**src/logic/motion_params.svh**
```systemverilog
`ifndef MOTION_PARAMS_SVH
`define MOTION_PARAMS_SVH

`define MOTION_ADR_W    4
`define MOTION_DATA_W   32
`define MOTION_AXES     2

// Word addresses
`define REG_CTRL        4'd0
`define REG_DT          4'd1
`define REG_STEPS       4'd2
`define REG_VEL0        4'd3
`define REG_VEL1        4'd4
`define REG_PULSE       4'd5
`define REG_STATUS      4'd6
`define REG_POS0        4'd7
`define REG_POS1        4'd8
`define REG_START       4'd9

// Control word bits
`define CTRL_EN0        0
`define CTRL_EN1        1
`define CTRL_INV0       2
`define CTRL_INV1       3
`define CTRL_ABORT_EN   4
`define CTRL_ES_POL     5   // 1 means active high

// Status word bits
`define ST_BUSY         0
`define ST_DONE         1
`define ST_ABORTED      2
`define ST_ENDSTOP      3

`define STEP_SETUP_CYCLES 2 // Dir to step setup time
`define ES_DEBOUNCE     4

`endif

```
**src/logic/motion_pkg.sv**
```systemverilog
`include "motion_params.svh"

package motion_pkg;

    typedef logic [`MOTION_DATA_W-1:0] word_t;

    typedef logic [`MOTION_ADR_W-1:0] reg_adr_t;

    // Fraction of a step per tick, scaled by 2^32
    typedef logic signed [`MOTION_DATA_W-1:0] velocity_t;

    typedef logic [`MOTION_DATA_W-1:0] phase_t;

    typedef logic signed [`MOTION_DATA_W-1:0] position_t;

    typedef enum logic [1:0] {
        IDLE,
        RUN,
        FINISH
    } tick_state_t;

endpackage

```
**src/logic/motion_regs.sv**
```systemverilog
`timescale 1ns/1ns
`include "motion_params.svh"

module motion_regs (
    input  logic                     clk,
    input  logic                     rst,
    input  logic                     wb_cyc,
    input  logic                     wb_stb,
    input  logic                     wb_we,
    input  motion_pkg::reg_adr_t     wb_adr,
    input  motion_pkg::word_t        wb_wdata,
    input  logic                     busy,
    input  logic                     done,
    input  logic                     abort,
    input  logic                     es_level,
    input  motion_pkg::position_t    pos0,
    input  motion_pkg::position_t    pos1,
    output motion_pkg::word_t        wb_rdata,
    output logic                     wb_ack,
    output motion_pkg::word_t        dt,
    output motion_pkg::word_t        steps,
    output motion_pkg::velocity_t    vel0,
    output motion_pkg::velocity_t    vel1,
    output motion_pkg::word_t        pulse_n,
    output logic                     start,
    output logic                     abort_en,
    output logic                     es_pol,
    output logic                     irq,
    output logic [`MOTION_AXES-1:0]  ctrl_inv,
    output logic [`MOTION_AXES-1:0]  axis_en
);

    motion_pkg::word_t ctrl;
    motion_pkg::word_t status;
    motion_pkg::word_t rd_mux;
    logic              done_st;
    logic              aborted_st;
    logic              req;
    logic              wr_en;

    assign req   = wb_cyc & wb_stb & ~wb_ack;
    assign wr_en = wb_cyc & wb_stb & wb_we & wb_ack; // Commit in the ack cycle

    always_comb begin
        status                = '0;
        status[`ST_BUSY]      = busy;
        status[`ST_DONE]      = done_st;
        status[`ST_ABORTED]   = aborted_st;
        status[`ST_ENDSTOP]   = es_level;
    end

    always_comb begin
        case (wb_adr)
            `REG_CTRL:   rd_mux = ctrl;
            `REG_DT:     rd_mux = dt;
            `REG_STEPS:  rd_mux = steps;
            `REG_VEL0:   rd_mux = vel0;
            `REG_VEL1:   rd_mux = vel1;
            `REG_PULSE:  rd_mux = pulse_n;
            `REG_STATUS: rd_mux = status;
            `REG_POS0:   rd_mux = pos0;
            `REG_POS1:   rd_mux = pos1;
            default:     rd_mux = '0;
        endcase
    end

    always_ff @(posedge clk) begin
        if (rst) begin
            wb_ack   <= 1'b0;
            wb_rdata <= '0;
        end else begin
            wb_ack <= req;
            if (req) begin
                wb_rdata <= rd_mux;
            end
        end
    end

    always_ff @(posedge clk) begin
        if (rst) begin
            ctrl    <= '0;
            dt      <= '0;
            steps   <= '0;
            vel0    <= '0;
            vel1    <= '0;
            pulse_n <= '0;
            start   <= 1'b0;
        end else begin
            start <= wr_en && (wb_adr == `REG_START);
            if (wr_en) begin
                case (wb_adr)
                    `REG_CTRL:  ctrl    <= wb_wdata;
                    `REG_DT:    dt      <= wb_wdata;
                    `REG_STEPS: steps   <= wb_wdata;
                    `REG_VEL0:  vel0    <= wb_wdata;
                    `REG_VEL1:  vel1    <= wb_wdata;
                    `REG_PULSE: pulse_n <= wb_wdata;
                    default: ;          // Read-only or strobe
                endcase
            end
        end
    end

    // New event wins over a clear of the sticky flags
    always_ff @(posedge clk) begin
        if (rst) begin
            done_st    <= 1'b0;
            aborted_st <= 1'b0;
        end else begin
            if (wr_en && (wb_adr == `REG_STATUS)) begin
                done_st    <= 1'b0;
                aborted_st <= 1'b0;
            end
            if (done) done_st <= 1'b1;
            if (abort && busy) aborted_st <= 1'b1;
        end
    end

    assign irq      = done_st | aborted_st;
    assign axis_en  = {ctrl[`CTRL_EN1], ctrl[`CTRL_EN0]};
    assign ctrl_inv = {ctrl[`CTRL_INV1], ctrl[`CTRL_INV0]};
    assign abort_en = ctrl[`CTRL_ABORT_EN];
    assign es_pol   = ctrl[`CTRL_ES_POL];

    a_ack_single: assert property (@(posedge clk) disable iff (rst) wb_ack |=> !wb_ack);

endmodule

```
**src/logic/step_tick_gen.sv**
```systemverilog
`timescale 1ns/1ns

module step_tick_gen (
    input  logic               clk,
    input  logic               rst,
    input  logic               start,
    input  logic               abort,
    input  motion_pkg::word_t  dt,
    input  motion_pkg::word_t  steps,
    output logic               tick,
    output logic               busy,
    output logic               done
);

    motion_pkg::tick_state_t state;
    motion_pkg::word_t       dt_q;      // Period of the running move
    motion_pkg::word_t       per_cnt;
    motion_pkg::word_t       remain;    // Ticks still to issue

    always_ff @(posedge clk) begin
        if (rst) begin
            state   <= motion_pkg::IDLE;
            tick    <= 1'b0;
            dt_q    <= '0;
            per_cnt <= '0;
            remain  <= '0;
        end else begin
            tick <= 1'b0;
            case (state)
                motion_pkg::IDLE: begin
                    if (start) begin
                        state   <= motion_pkg::RUN;
                        dt_q    <= dt;
                        remain  <= steps;
                        per_cnt <= motion_pkg::word_t'(1);
                    end
                end
                motion_pkg::RUN: begin
                    if (abort) begin
                        state <= motion_pkg::IDLE;      // No done on abort
                    end else if (remain == '0) begin
                        state <= motion_pkg::FINISH;
                    end else if (per_cnt >= dt_q) begin
                        tick    <= 1'b1;
                        remain  <= remain - 1'b1;
                        per_cnt <= motion_pkg::word_t'(1);
                    end else begin
                        per_cnt <= per_cnt + 1'b1;
                    end
                end
                motion_pkg::FINISH: state <= motion_pkg::IDLE;
                default:            state <= motion_pkg::IDLE;
            endcase
        end
    end

    assign busy = (state == motion_pkg::RUN);
    assign done = (state == motion_pkg::FINISH);

    a_tick_in_run: assert property (@(posedge clk) disable iff (rst)
        tick |-> state == motion_pkg::RUN);

endmodule

```
**src/logic/axis_rate_gen.sv**
```systemverilog
`timescale 1ns/1ns

module axis_rate_gen (
    input  logic                   clk,
    input  logic                   rst,
    input  logic                   start,
    input  logic                   tick,
    input  logic                   enable,
    input  logic                   invert,
    input  motion_pkg::velocity_t  vel,
    output logic                   step_req,
    output logic                   step_dir,
    output motion_pkg::position_t  pos
);

    motion_pkg::phase_t phase;
    motion_pkg::phase_t mag;
    logic [32:0]        sum;        // Carry out is the step
    logic               neg;

    assign neg = vel[31];

    always_comb begin
        mag = neg ? motion_pkg::phase_t'(-vel) : motion_pkg::phase_t'(vel);
        sum = {1'b0, phase} + {1'b0, mag};
    end

    always_ff @(posedge clk) begin
        if (rst) begin
            phase    <= '0;
            step_req <= 1'b0;
            step_dir <= 1'b0;
            pos      <= '0;
        end else begin
            step_req <= 1'b0;
            if (start) begin
                phase <= '0;
            end else if (tick && enable) begin
                phase    <= sum[31:0];
                step_req <= sum[32];
                step_dir <= ~neg ^ invert;  // Pin level, high for forward
                // Logical position ignores the pin invert
                if (sum[32]) begin
                    pos <= neg ? pos - motion_pkg::position_t'(1)
                               : pos + motion_pkg::position_t'(1);
                end
            end
        end
    end

endmodule

```
**src/logic/step_pulse_gen.sv**
```systemverilog
`timescale 1ns/1ns
`include "motion_params.svh"

module step_pulse_gen (
    input  logic               clk,
    input  logic               rst,
    input  logic               step_req,
    input  logic               step_dir,
    input  motion_pkg::word_t  pulse_n,
    output logic               step,
    output logic               dir
);

    logic              setup;   // Waiting out dir setup time
    motion_pkg::word_t cnt;

    always_ff @(posedge clk) begin
        if (rst) begin
            setup <= 1'b0;
            step  <= 1'b0;
            dir   <= 1'b0;
            cnt   <= '0;
        end else if (step_req) begin
            dir   <= step_dir;
            setup <= 1'b1;
            cnt   <= motion_pkg::word_t'(`STEP_SETUP_CYCLES - 1);
        end else if (setup) begin
            if (cnt == '0) begin
                setup <= 1'b0;
                step  <= 1'b1;
                // Zero width behaves as one cycle
                cnt   <= (pulse_n == '0) ? '0 : pulse_n - 1'b1;
            end else begin
                cnt <= cnt - 1'b1;
            end
        end else if (step) begin
            if (cnt == '0) begin
                step <= 1'b0;
            end else begin
                cnt <= cnt - 1'b1;
            end
        end
    end

    // Tick period must cover setup plus pulse width
    a_no_overlap: assert property (@(posedge clk) disable iff (rst)
        step_req |-> !setup && !step);

endmodule

```
**src/logic/endstop_guard.sv**
```systemverilog
`timescale 1ns/1ns
`include "motion_params.svh"

module endstop_guard (
    input  logic  clk,
    input  logic  rst,
    input  logic  endstop,
    input  logic  es_pol,
    input  logic  abort_en,
    output logic  es_level,
    output logic  abort
);

    localparam int DB_W = $clog2(`ES_DEBOUNCE + 1);

    logic            sync_a;
    logic            sync_b;
    logic [DB_W-1:0] db_cnt;

    // Two-flop synchronizer on the async pin
    always_ff @(posedge clk) begin
        if (rst) begin
            sync_a <= 1'b0;
            sync_b <= 1'b0;
        end else begin
            sync_a <= endstop;
            sync_b <= sync_a;
        end
    end

    always_ff @(posedge clk) begin
        if (rst) begin
            es_level <= 1'b0;
            db_cnt   <= '0;
        end else if (sync_b == es_level) begin
            db_cnt <= '0;                       // Glitch restarts the count
        end else if (db_cnt == DB_W'(`ES_DEBOUNCE - 1)) begin
            es_level <= sync_b;
            db_cnt   <= '0;
        end else begin
            db_cnt <= db_cnt + 1'b1;
        end
    end

    assign abort = abort_en & (es_level == es_pol);

endmodule

```
**src/logic/motion_top.sv**
```systemverilog
`timescale 1ns/1ns
`include "motion_params.svh"

module motion_top (
    input  logic                     clk,
    input  logic                     rst,
    input  logic                     wb_cyc,
    input  logic                     wb_stb,
    input  logic                     wb_we,
    input  motion_pkg::reg_adr_t     wb_adr,
    input  motion_pkg::word_t        wb_wdata,
    output motion_pkg::word_t        wb_rdata,
    output logic                     wb_ack,
    input  logic                     endstop,
    output logic [`MOTION_AXES-1:0]  mot_step,
    output logic [`MOTION_AXES-1:0]  mot_dir,
    output logic [`MOTION_AXES-1:0]  mot_enable,
    output logic                     irq
);

    motion_pkg::word_t      dt;
    motion_pkg::word_t      steps;
    motion_pkg::word_t      pulse_n;
    motion_pkg::velocity_t  vel0;
    motion_pkg::velocity_t  vel1;
    motion_pkg::position_t  pos0;
    motion_pkg::position_t  pos1;
    logic                   start;
    logic                   tick;
    logic                   busy;
    logic                   done;
    logic                   abort;
    logic                   abort_en;
    logic                   es_pol;
    logic                   es_level;
    logic [`MOTION_AXES-1:0] ctrl_inv;
    logic [`MOTION_AXES-1:0] axis_en;
    logic [`MOTION_AXES-1:0] step_req;
    logic [`MOTION_AXES-1:0] step_dir;

    assign mot_enable = ~axis_en;   // Driver enable is active low

    motion_regs i_motion_regs (
        .clk(clk), .rst(rst),
        .wb_cyc(wb_cyc), .wb_stb(wb_stb), .wb_we(wb_we),
        .wb_adr(wb_adr), .wb_wdata(wb_wdata),
        .busy(busy), .done(done), .abort(abort), .es_level(es_level),
        .pos0(pos0), .pos1(pos1),
        .wb_rdata(wb_rdata), .wb_ack(wb_ack),
        .dt(dt), .steps(steps), .vel0(vel0), .vel1(vel1), .pulse_n(pulse_n),
        .start(start), .abort_en(abort_en), .es_pol(es_pol), .irq(irq),
        .ctrl_inv(ctrl_inv), .axis_en(axis_en)
    );

    step_tick_gen i_step_tick_gen (
        .clk(clk), .rst(rst), .start(start), .abort(abort),
        .dt(dt), .steps(steps),
        .tick(tick), .busy(busy), .done(done)
    );

    endstop_guard i_endstop_guard (
        .clk(clk), .rst(rst), .endstop(endstop), .es_pol(es_pol),
        .abort_en(abort_en), .es_level(es_level), .abort(abort)
    );

    axis_rate_gen i_axis_rate_gen_0 (
        .clk(clk), .rst(rst), .start(start), .tick(tick),
        .enable(axis_en[0]), .invert(ctrl_inv[0]), .vel(vel0),
        .step_req(step_req[0]), .step_dir(step_dir[0]), .pos(pos0)
    );

    axis_rate_gen i_axis_rate_gen_1 (
        .clk(clk), .rst(rst), .start(start), .tick(tick),
        .enable(axis_en[1]), .invert(ctrl_inv[1]), .vel(vel1),
        .step_req(step_req[1]), .step_dir(step_dir[1]), .pos(pos1)
    );

    step_pulse_gen i_step_pulse_gen_0 (
        .clk(clk), .rst(rst), .step_req(step_req[0]), .step_dir(step_dir[0]),
        .pulse_n(pulse_n), .step(mot_step[0]), .dir(mot_dir[0])
    );

    step_pulse_gen i_step_pulse_gen_1 (
        .clk(clk), .rst(rst), .step_req(step_req[1]), .step_dir(step_dir[1]),
        .pulse_n(pulse_n), .step(mot_step[1]), .dir(mot_dir[1])
    );

endmodule

```
**config.mk**
```make
export PLATFORM = sky130hd
export DESIGN_NAME = motion_top
export DESIGN_NICKNAME = d
export VERILOG_FILES = /design/src/logic/motion_pkg.sv /design/src/logic/motion_regs.sv /design/src/logic/step_tick_gen.sv /design/src/logic/axis_rate_gen.sv /design/src/logic/step_pulse_gen.sv /design/src/logic/endstop_guard.sv /design/src/logic/motion_top.sv
export VERILOG_INCLUDE_DIRS = /design/src /design/src/logic
export SDC_FILE = /design/constraint.sdc
export NUM_CORES = 2
export LEC_CHECK = 0
export ABC_AREA = 1
export BUFFER_PORTS_ARGS = -buffer_cell sky130_fd_sc_hd__buf_2
export CORE_UTILIZATION = 50
export CTS_CLUSTER_DIAMETER = 200
export CTS_CLUSTER_SIZE = 16
export DETAILED_ROUTE_END_ITERATION = 8
export GPL_TIMING_DRIVEN = 0
export PLACE_DENSITY = 0.66
export SLEW_MARGIN = 20
export SYNTH_ARGS = -nofsm -noshare
export SYNTH_HDL_FRONTEND = slang
export SYNTH_SLANG_ARGS = --single-unit
```
**constraint.sdc**
```tcl
create_clock -name clk -period 3.7 [get_ports clk]
set_input_delay 0.185 -clock clk [delete_from_list [all_inputs] [get_ports clk]]
set_output_delay 0.185 -clock clk [all_outputs]
set_load 0.01 [all_outputs]
```
==> Yosys cells after proc, flatten, opt, wreduce, memory -nomap -nowiden <==
Cells that the tools add are included.
{ "totals": {"ff_bits": 535, "input_bits": 42, "output_inout_bits": 40, "elab_cells": 189} }
{ "classes": {"n_addsub": 14, "order_cmp": 1, "eq_ne": 25, "mux": 46, "bitwise": 19, "n_reduce_logical": 46} }
{ "ops": {"columns": ["cell", "count"], "rows": [
  ["32-bit two-way mux", 21],
  ["32-bit case mux with 9 select lines", 1],
  ["32-bit zero test", 4],
  ["32-bit case mux with 2 select lines", 2],
  ["32-bit by 1-bit subtractor with 32-bit output, second input constant", 4],
  ["32-bit by 32-bit adder with 33-bit output", 2],
  ["32-bit by 2-bit adder with 32-bit output, second input constant", 2],
  ["32-bit negation", 2],
  ["32-bit by 2-bit subtractor with 32-bit output, second input constant", 2],
  ["2-bit AND reduction", 17],
  ["32-bit by 1-bit adder with 32-bit output, second input constant", 1],
  ["32-bit >= comparator", 1],
  ["1-bit two-way mux", 18],
  ["4-bit by 3-bit equality test with 1-bit output, second input constant", 4],
  ["2-bit inequality test, second input constant", 5],
  ["1-bit NOT", 10],
  ["2-bit nonzero test", 5],
  ["3-bit by 2-bit inequality test with 1-bit output, second input constant", 3],
  ["3-bit OR reduction", 3],
  ["4-bit by 2-bit equality test with 1-bit output, second input constant", 2],
  ["4-bit equality test, second input constant", 2],
  ["2-bit two-way mux", 3],
  ["2-bit by 1-bit inequality test with 1-bit output, second input constant", 3],
  ["3-bit AND reduction", 2],
  ["19 further kinds", 32]
]} }

==> Depth between registers and ports, before layout <==
{ "depth": {"word_depth": 6, "depth_mapped": 23, "ltp_nobuf": 23} }

==> Modules after synthesis <==
Synthesis repeated with hierarchy kept, for this count alone.
{ "unflattened": {"cells_unflattened": 6799, "hier_area_um2": 40302.4} }
{ "by_module_without_submodules": {"columns": ["module", "n_inst", "cells_per_inst", "area_each_um2"], "rows": [
  ["axis_rate_gen", 2, 1537, 8251.7],
  ["motion_regs", 1, 1540, 10344.9],
  ["step_pulse_gen", 2, 620, 3607.2],
  ["step_tick_gen", 1, 912, 5988.2],
  ["endstop_guard", 1, 31, 244.0],
  ["motion_top", 1, 2, 7.5]
]} }

==> Worst setup path after synthesis <==
Ideal clock, no wire load.
{ "synth_timing": {"kind": "reg-to-reg", "start": "register i_motion_regs.vel0[31]", "end": "register i_axis_rate_gen_0.pos[16]", "setup_ns": 0.116, "arrival_time_ns": 3.208, "required_ns": 3.584, "slack_ns": 0.376, "stages_incl_launch_ff": 18, "n_path_buf": 3, "cell_sequence": "dfxtp_1 -> clkbuf_1 -> clkbuf_1 -> o21ai_0 -> xor2_1 -> ha_1 -> nand2_1 -> nor2_1 -> inv_1 -> nor3_2 -> nand2_1 -> nand2_2 -> nand3_2 -> nand2_2 -> nand2_1 -> buf_2 -> o21ai_0 -> nor2_1"} }
{ "synth_via": {"elab_chain_cells": 4, "word_cells_on_any_way": 5} }
{ "synth_rtl": {"columns": ["item", "line_no", "source"], "rows": [
  ["from (decl)", "motion_regs.sv:22", "output motion_pkg::velocity_t vel0,"],
  ["from (signal assigned)", "motion_regs.sv:95", "`REG_VEL0: vel0 <= wb_wdata;"],
  ["32-bit negation", "axis_rate_gen.sv:24", "mag = neg ? motion_pkg::phase_t'(-vel) : motion_pkg::phase_t'(vel);"],
  ["32-bit two-way mux", "axis_rate_gen.sv:24", null],
  ["32-bit by 32-bit adder with 33-bit output", "axis_rate_gen.sv:25", "sum = {1'b0, phase} + {1'b0, mag};"],
  ["3-bit AND reduction (no line)", null, null],
  ["to (signal assigned)", "axis_rate_gen.sv:44", "pos <= neg ? pos - motion_pkg::position_t'(1)"],
  ["to (decl)", "axis_rate_gen.sv:13", "output motion_pkg::position_t pos"]
]} }
Several ways; a longest one is shown, not always the timed one.
A chain may end at the register's enable or synchronous reset.

==> Worst setup path in the final report <==
{ "layout_timing": {"start": "register i_motion_regs.vel1[0]", "end": "register i_axis_rate_gen_1.pos[26]"} }
{ "layout_via": {"elab_chain_cells": 4} }
{ "layout_rtl": {"columns": ["item", "line_no", "source"], "rows": [
  ["from (decl)", "motion_regs.sv:23", "output motion_pkg::velocity_t vel1,"],
  ["from (signal assigned)", "motion_regs.sv:96", "`REG_VEL1: vel1 <= wb_wdata;"],
  ["32-bit negation", "axis_rate_gen.sv:24", null],
  ["32-bit two-way mux *", "axis_rate_gen.sv:24", null],
  ["32-bit by 32-bit adder with 33-bit output *", "axis_rate_gen.sv:25", null],
  ["3-bit AND reduction (no line) *", null, null],
  ["to (signal assigned)", "axis_rate_gen.sv:44", null],
  ["to (decl)", "axis_rate_gen.sv:13", null]
]} }
Every way passes the cells marked *; elsewhere a longest branch is shown, timed or not.

==> implementation parameters <==
Parameter                              Value

Run status
  Status ... completed

Global routing
  Total grt overflow ... 0
  Antenna violations before repair ... 4
  Vias in the first global route ... between 30000 and 40000
  Wire length of the first global-routing pass ... 215.0 mm
  Tot GR Track Use ... between 40% and 50%
  Largest net degree at the start of global routing ... 38

Timing
  Final Hold Violating Endpoints ... 0
  Max-slew violations ... 0
  Worst Tran Pin Value ... roughly 1.1 ns
  Post-route setup TNS ... 0 ns
  Setup violations, final ... 0
  Setup repair after global routing missed its margin ... yes
  Worst rel slew slack ... 27.79%
  Setup clock skew after layout ... 0.03066 ns
  Max Freq ... about 270 MHz
  Worst Hold Slack ... between 0.03 and 0.04 ns
  Final Critical Period ... between 3 and 4 ns
  Ratio of final minimum period to clock period ... a little over nine tenths

Synth
  Top cells by area in the synthesized netlist ... sky130_fd_sc_hd__dfxtp_1 31%, sky130_fd_sc_hd__nand2_1 12%, sky130_fd_sc_hd__nor2_1 10%
  Commonest register cell after synthesis ... sky130_fd_sc_hd__dfxtp_1
  Mapped Nets ... about 5700
  Cell accounting for the most synthesized area ... sky130_fd_sc_hd__dfxtp_1
  Number of enable-type register cells in the synthesized netlist ... 0
  Post-synthesis instance area ... 0.03498 sq mm
  Number of warning messages in the yosys log ... 0
  Flop and latch count out of synthesis ... approximately 540
  Mapped Avg Cell Area ... roughly 6.4 sq um
  Count of unique library cells instantiated by Yosys ... 55
  Sequential area share after synthesis ... a little under a third
  Synth cell count leaders ... 1135 x sky130_fd_sc_hd__nand2_1, 940 x sky130_fd_sc_hd__nor2_1, 559 x sky130_fd_sc_hd__inv_1, 550 x sky130_fd_sc_hd__o21ai_0, 535 x sky130_fd_sc_hd__dfxtp_1
  Area fraction of the dominant cell type after synthesis ... between 30 and 40%
  Number of standard cells after synthesis ... 5505
  Library cell with the highest instance count after synthesis ... sky130_fd_sc_hd__nand2_1
  Post-synth ARST share ... 0%

Die
  Core outline area ... slightly below 0.07 sq mm
  Number of rows created at floorplan ... 96
  Top-level I/O count ... between 80 and 90
  Initial Utilization ... 50.73%
  Vertical die dimension ... around 270 um
  Area of the die ... 0.07101 sq mm
  Width of the die ... between 200 and 300 um

Power
  Leakage power total ... 18.11 nW
  Power density relative to cell area ... roughly 270 mW/mm^2
  Maximum VDD drop ... 357.7 uV

Critical path
  Launching element of the worst setup path ... i_motion_regs.vel1[0]
  Reg2Reg Depth ... 21
  Biggest fanout along the worst timing path ... 5
  Critical setup path kind ... register to register
  Worst r2r src ... i_motion_regs.vel1[0]
  Worst Setup End Kind ... register
  Setup slack of the worst register-to-register path ... roughly 0.05 ns
  Reg-to-reg endpoint ... i_axis_rate_gen_1.pos[26]
  Critical path data required time ... around 4.2 ns
  Kind of start point of the critical path ... register
  Endpoint arrival time on the critical path ... slightly above 4 ns

Clocking
  Num CTS Buffers ... 39
  Root buffer cell ... sky130_fd_sc_hd__clkbuf_16
  Number of clock sinks seen by CTS ... 535
  CTS tree ... done
  Number of H-tree levels ... 2
  Clk_lat worst skew ... ~0.61 ns
  Maximum buffer depth of the clock tree ... 3
  Worst-path clk slew ... 0.08 ns

Route
  Initial detailed-routing violation count ... approximately 4600
  Overall routed net length ... about 150 mm
  DRC viols ... 0
  Routed via count ... between 30000 and 40000
  Detailed Routing Iterations Pass 1 ... 6
  Mean routed wirelength per cell ... between 20 and 25 um
  Antenna violation net count after detailed routing ... 0
  Vias per inst ... about 5.8

Placed design
  GPL Wtd Cong ... roughly 1.1
  Total of buffers placed on input and output ports ... between 80 and 90
  Estimated wirelength of the detail-placed design ... approximately 120 mm

Hold path
  Number of cells traversed by the worst hold path ... 3
  Type of the most critical hold path ... input port to register
  Startpoint of the worst hold path ... wb_wdata[9]
  Capture endpoint of the worst hold path ... i_motion_regs.steps[9]

Final layout
  Final standard cell utilization of the core ... between 50% and 60%
  Area used by multi-input combinational logic ... ~0.022 sq mm
  Footprint of the flip-flops and latches ... 0.01073 sq mm
  Share of layout cells above drive strength 1 ... between 7 and 8%
  Layout filler cell count ... 6995
  Area Overhead vs Synth ... 12.04%
  Total number of nets in the final design ... just under 6000

Job
  Number of max-capacitance violations reported ... 0
## metrics by stage
step,setup slack [ns],total power [mW],cell area (sq um),instances
after global placement,-1.878,6.365,36550,6517
after detailed placement,-0.9950,6.365,36570,6518
after CTS,0.002181,10.45,38370,6608
after floorplan,0.3762,6.095,34980,5505
after global routing,-0.08204,10.68,39180,6642
final,0.05137,10.49,39190,6644
## cell usage in the layout, fill, tap and decap left out, drive strengths merged, types with 23 or more instances in the layout
master / instances
a21oi: 487
o21ai: 556
buf: 207
nor4: 24
ha: 167
o211ai: 23
nor3: 64
xor2: 149
nand2: 1143
nand3: 297
inv: 569
dfxtp: 535
nand4: 67
o21bai: 41
o22ai: 42
clkbuf: 180
nor2: 954
## routing by layer
layer,global-route usage (%),share of wire [%]
met1,56.35,43
met2,59.02,40
met3,6.633,10
met4,20.71,6.2
met5,0,0
## power breakdown
group	internal (mW)	switching (mW)	leakage, nW
clock network	1.94	2.27	0.510
logic	0.0976	0.418	13.3
registers	5.75	0.00493	4.31
## cells by family after synthesis
group                      count (synthesis)  synth area share (%)
xor gates and xnor gates                 171                 4.282
DFF                                      535                 30.62
AOI/OAI and AO/OA                       1261                 19.65
buffers and inverters                    772                 8.650
adders and majority gates                171                 6.203
and+or+nand+nor                         2595                 30.59
## final cells by class
class                      instances  area share (%)
sequential                       535           27.37
tap                              931           2.973
clock buffer                      40           2.554
multi-input combinational       4198           56.08
clock inverter                     3         0.09259
buffer                           193           2.375
timing repair buffer             164           2.973
inverter                         578           5.568
antenna                            2         0.01277
## how the worst max path moves through the flow
stage,to,slack (ns),cells after the start
floorplan,i_axis_rate_gen_0.pos[16],0.38,17
global placement,i_axis_rate_gen_1.pos[27],-1.88,17
detailed placement,i_axis_rate_gen_1.pos[27],-0.99,19
CTS,i_axis_rate_gen_0.pos[28],0.002,23
global route,i_axis_rate_gen_0.pos[29],-0.08,22
finish,i_axis_rate_gen_1.pos[26],0.05,21
## what timing repair did
action	4_1_cts	5_1_grt
pin swaps	36	50
buffers inserted	37	33
gates resized for setup	85	135
setup endpoints to repair	95	81
gates cloned	1	2
endpoints found under the hold margin	13	0
hold buffers	10	0
## worst max-delay path, stage by stage, from the launching register on
cell and delay (ns):
sky130_fd_sc_hd__dfxtp_4 0.37, sky130_fd_sc_hd__inv_2 0.09, sky130_fd_sc_hd__ha_2 0.21, sky130_fd_sc_hd__nand3_4 0.10
sky130_fd_sc_hd__nor2_4 0.16, sky130_fd_sc_hd__nand2_4 0.08, sky130_fd_sc_hd__nor2_4 0.15, sky130_fd_sc_hd__nand3_2 0.14
sky130_fd_sc_hd__o21ai_4 0.27, sky130_fd_sc_hd__o21ai_2 0.11, sky130_fd_sc_hd__xor2_2 0.23, sky130_fd_sc_hd__ha_4 0.31
sky130_fd_sc_hd__nand2_2 0.08, sky130_fd_sc_hd__nor4_4 0.25, sky130_fd_sc_hd__buf_4 0.17, sky130_fd_sc_hd__a21oi_4 0.06
sky130_fd_sc_hd__buf_12 0.15, sky130_fd_sc_hd__a21boi_4 0.17, sky130_fd_sc_hd__buf_6 0.15, sky130_fd_sc_hd__nand2_1 0.06
sky130_fd_sc_hd__nor2_2 0.16, sky130_fd_sc_hd__nor2_1 0.05
(Power assumes the default switching activity.)
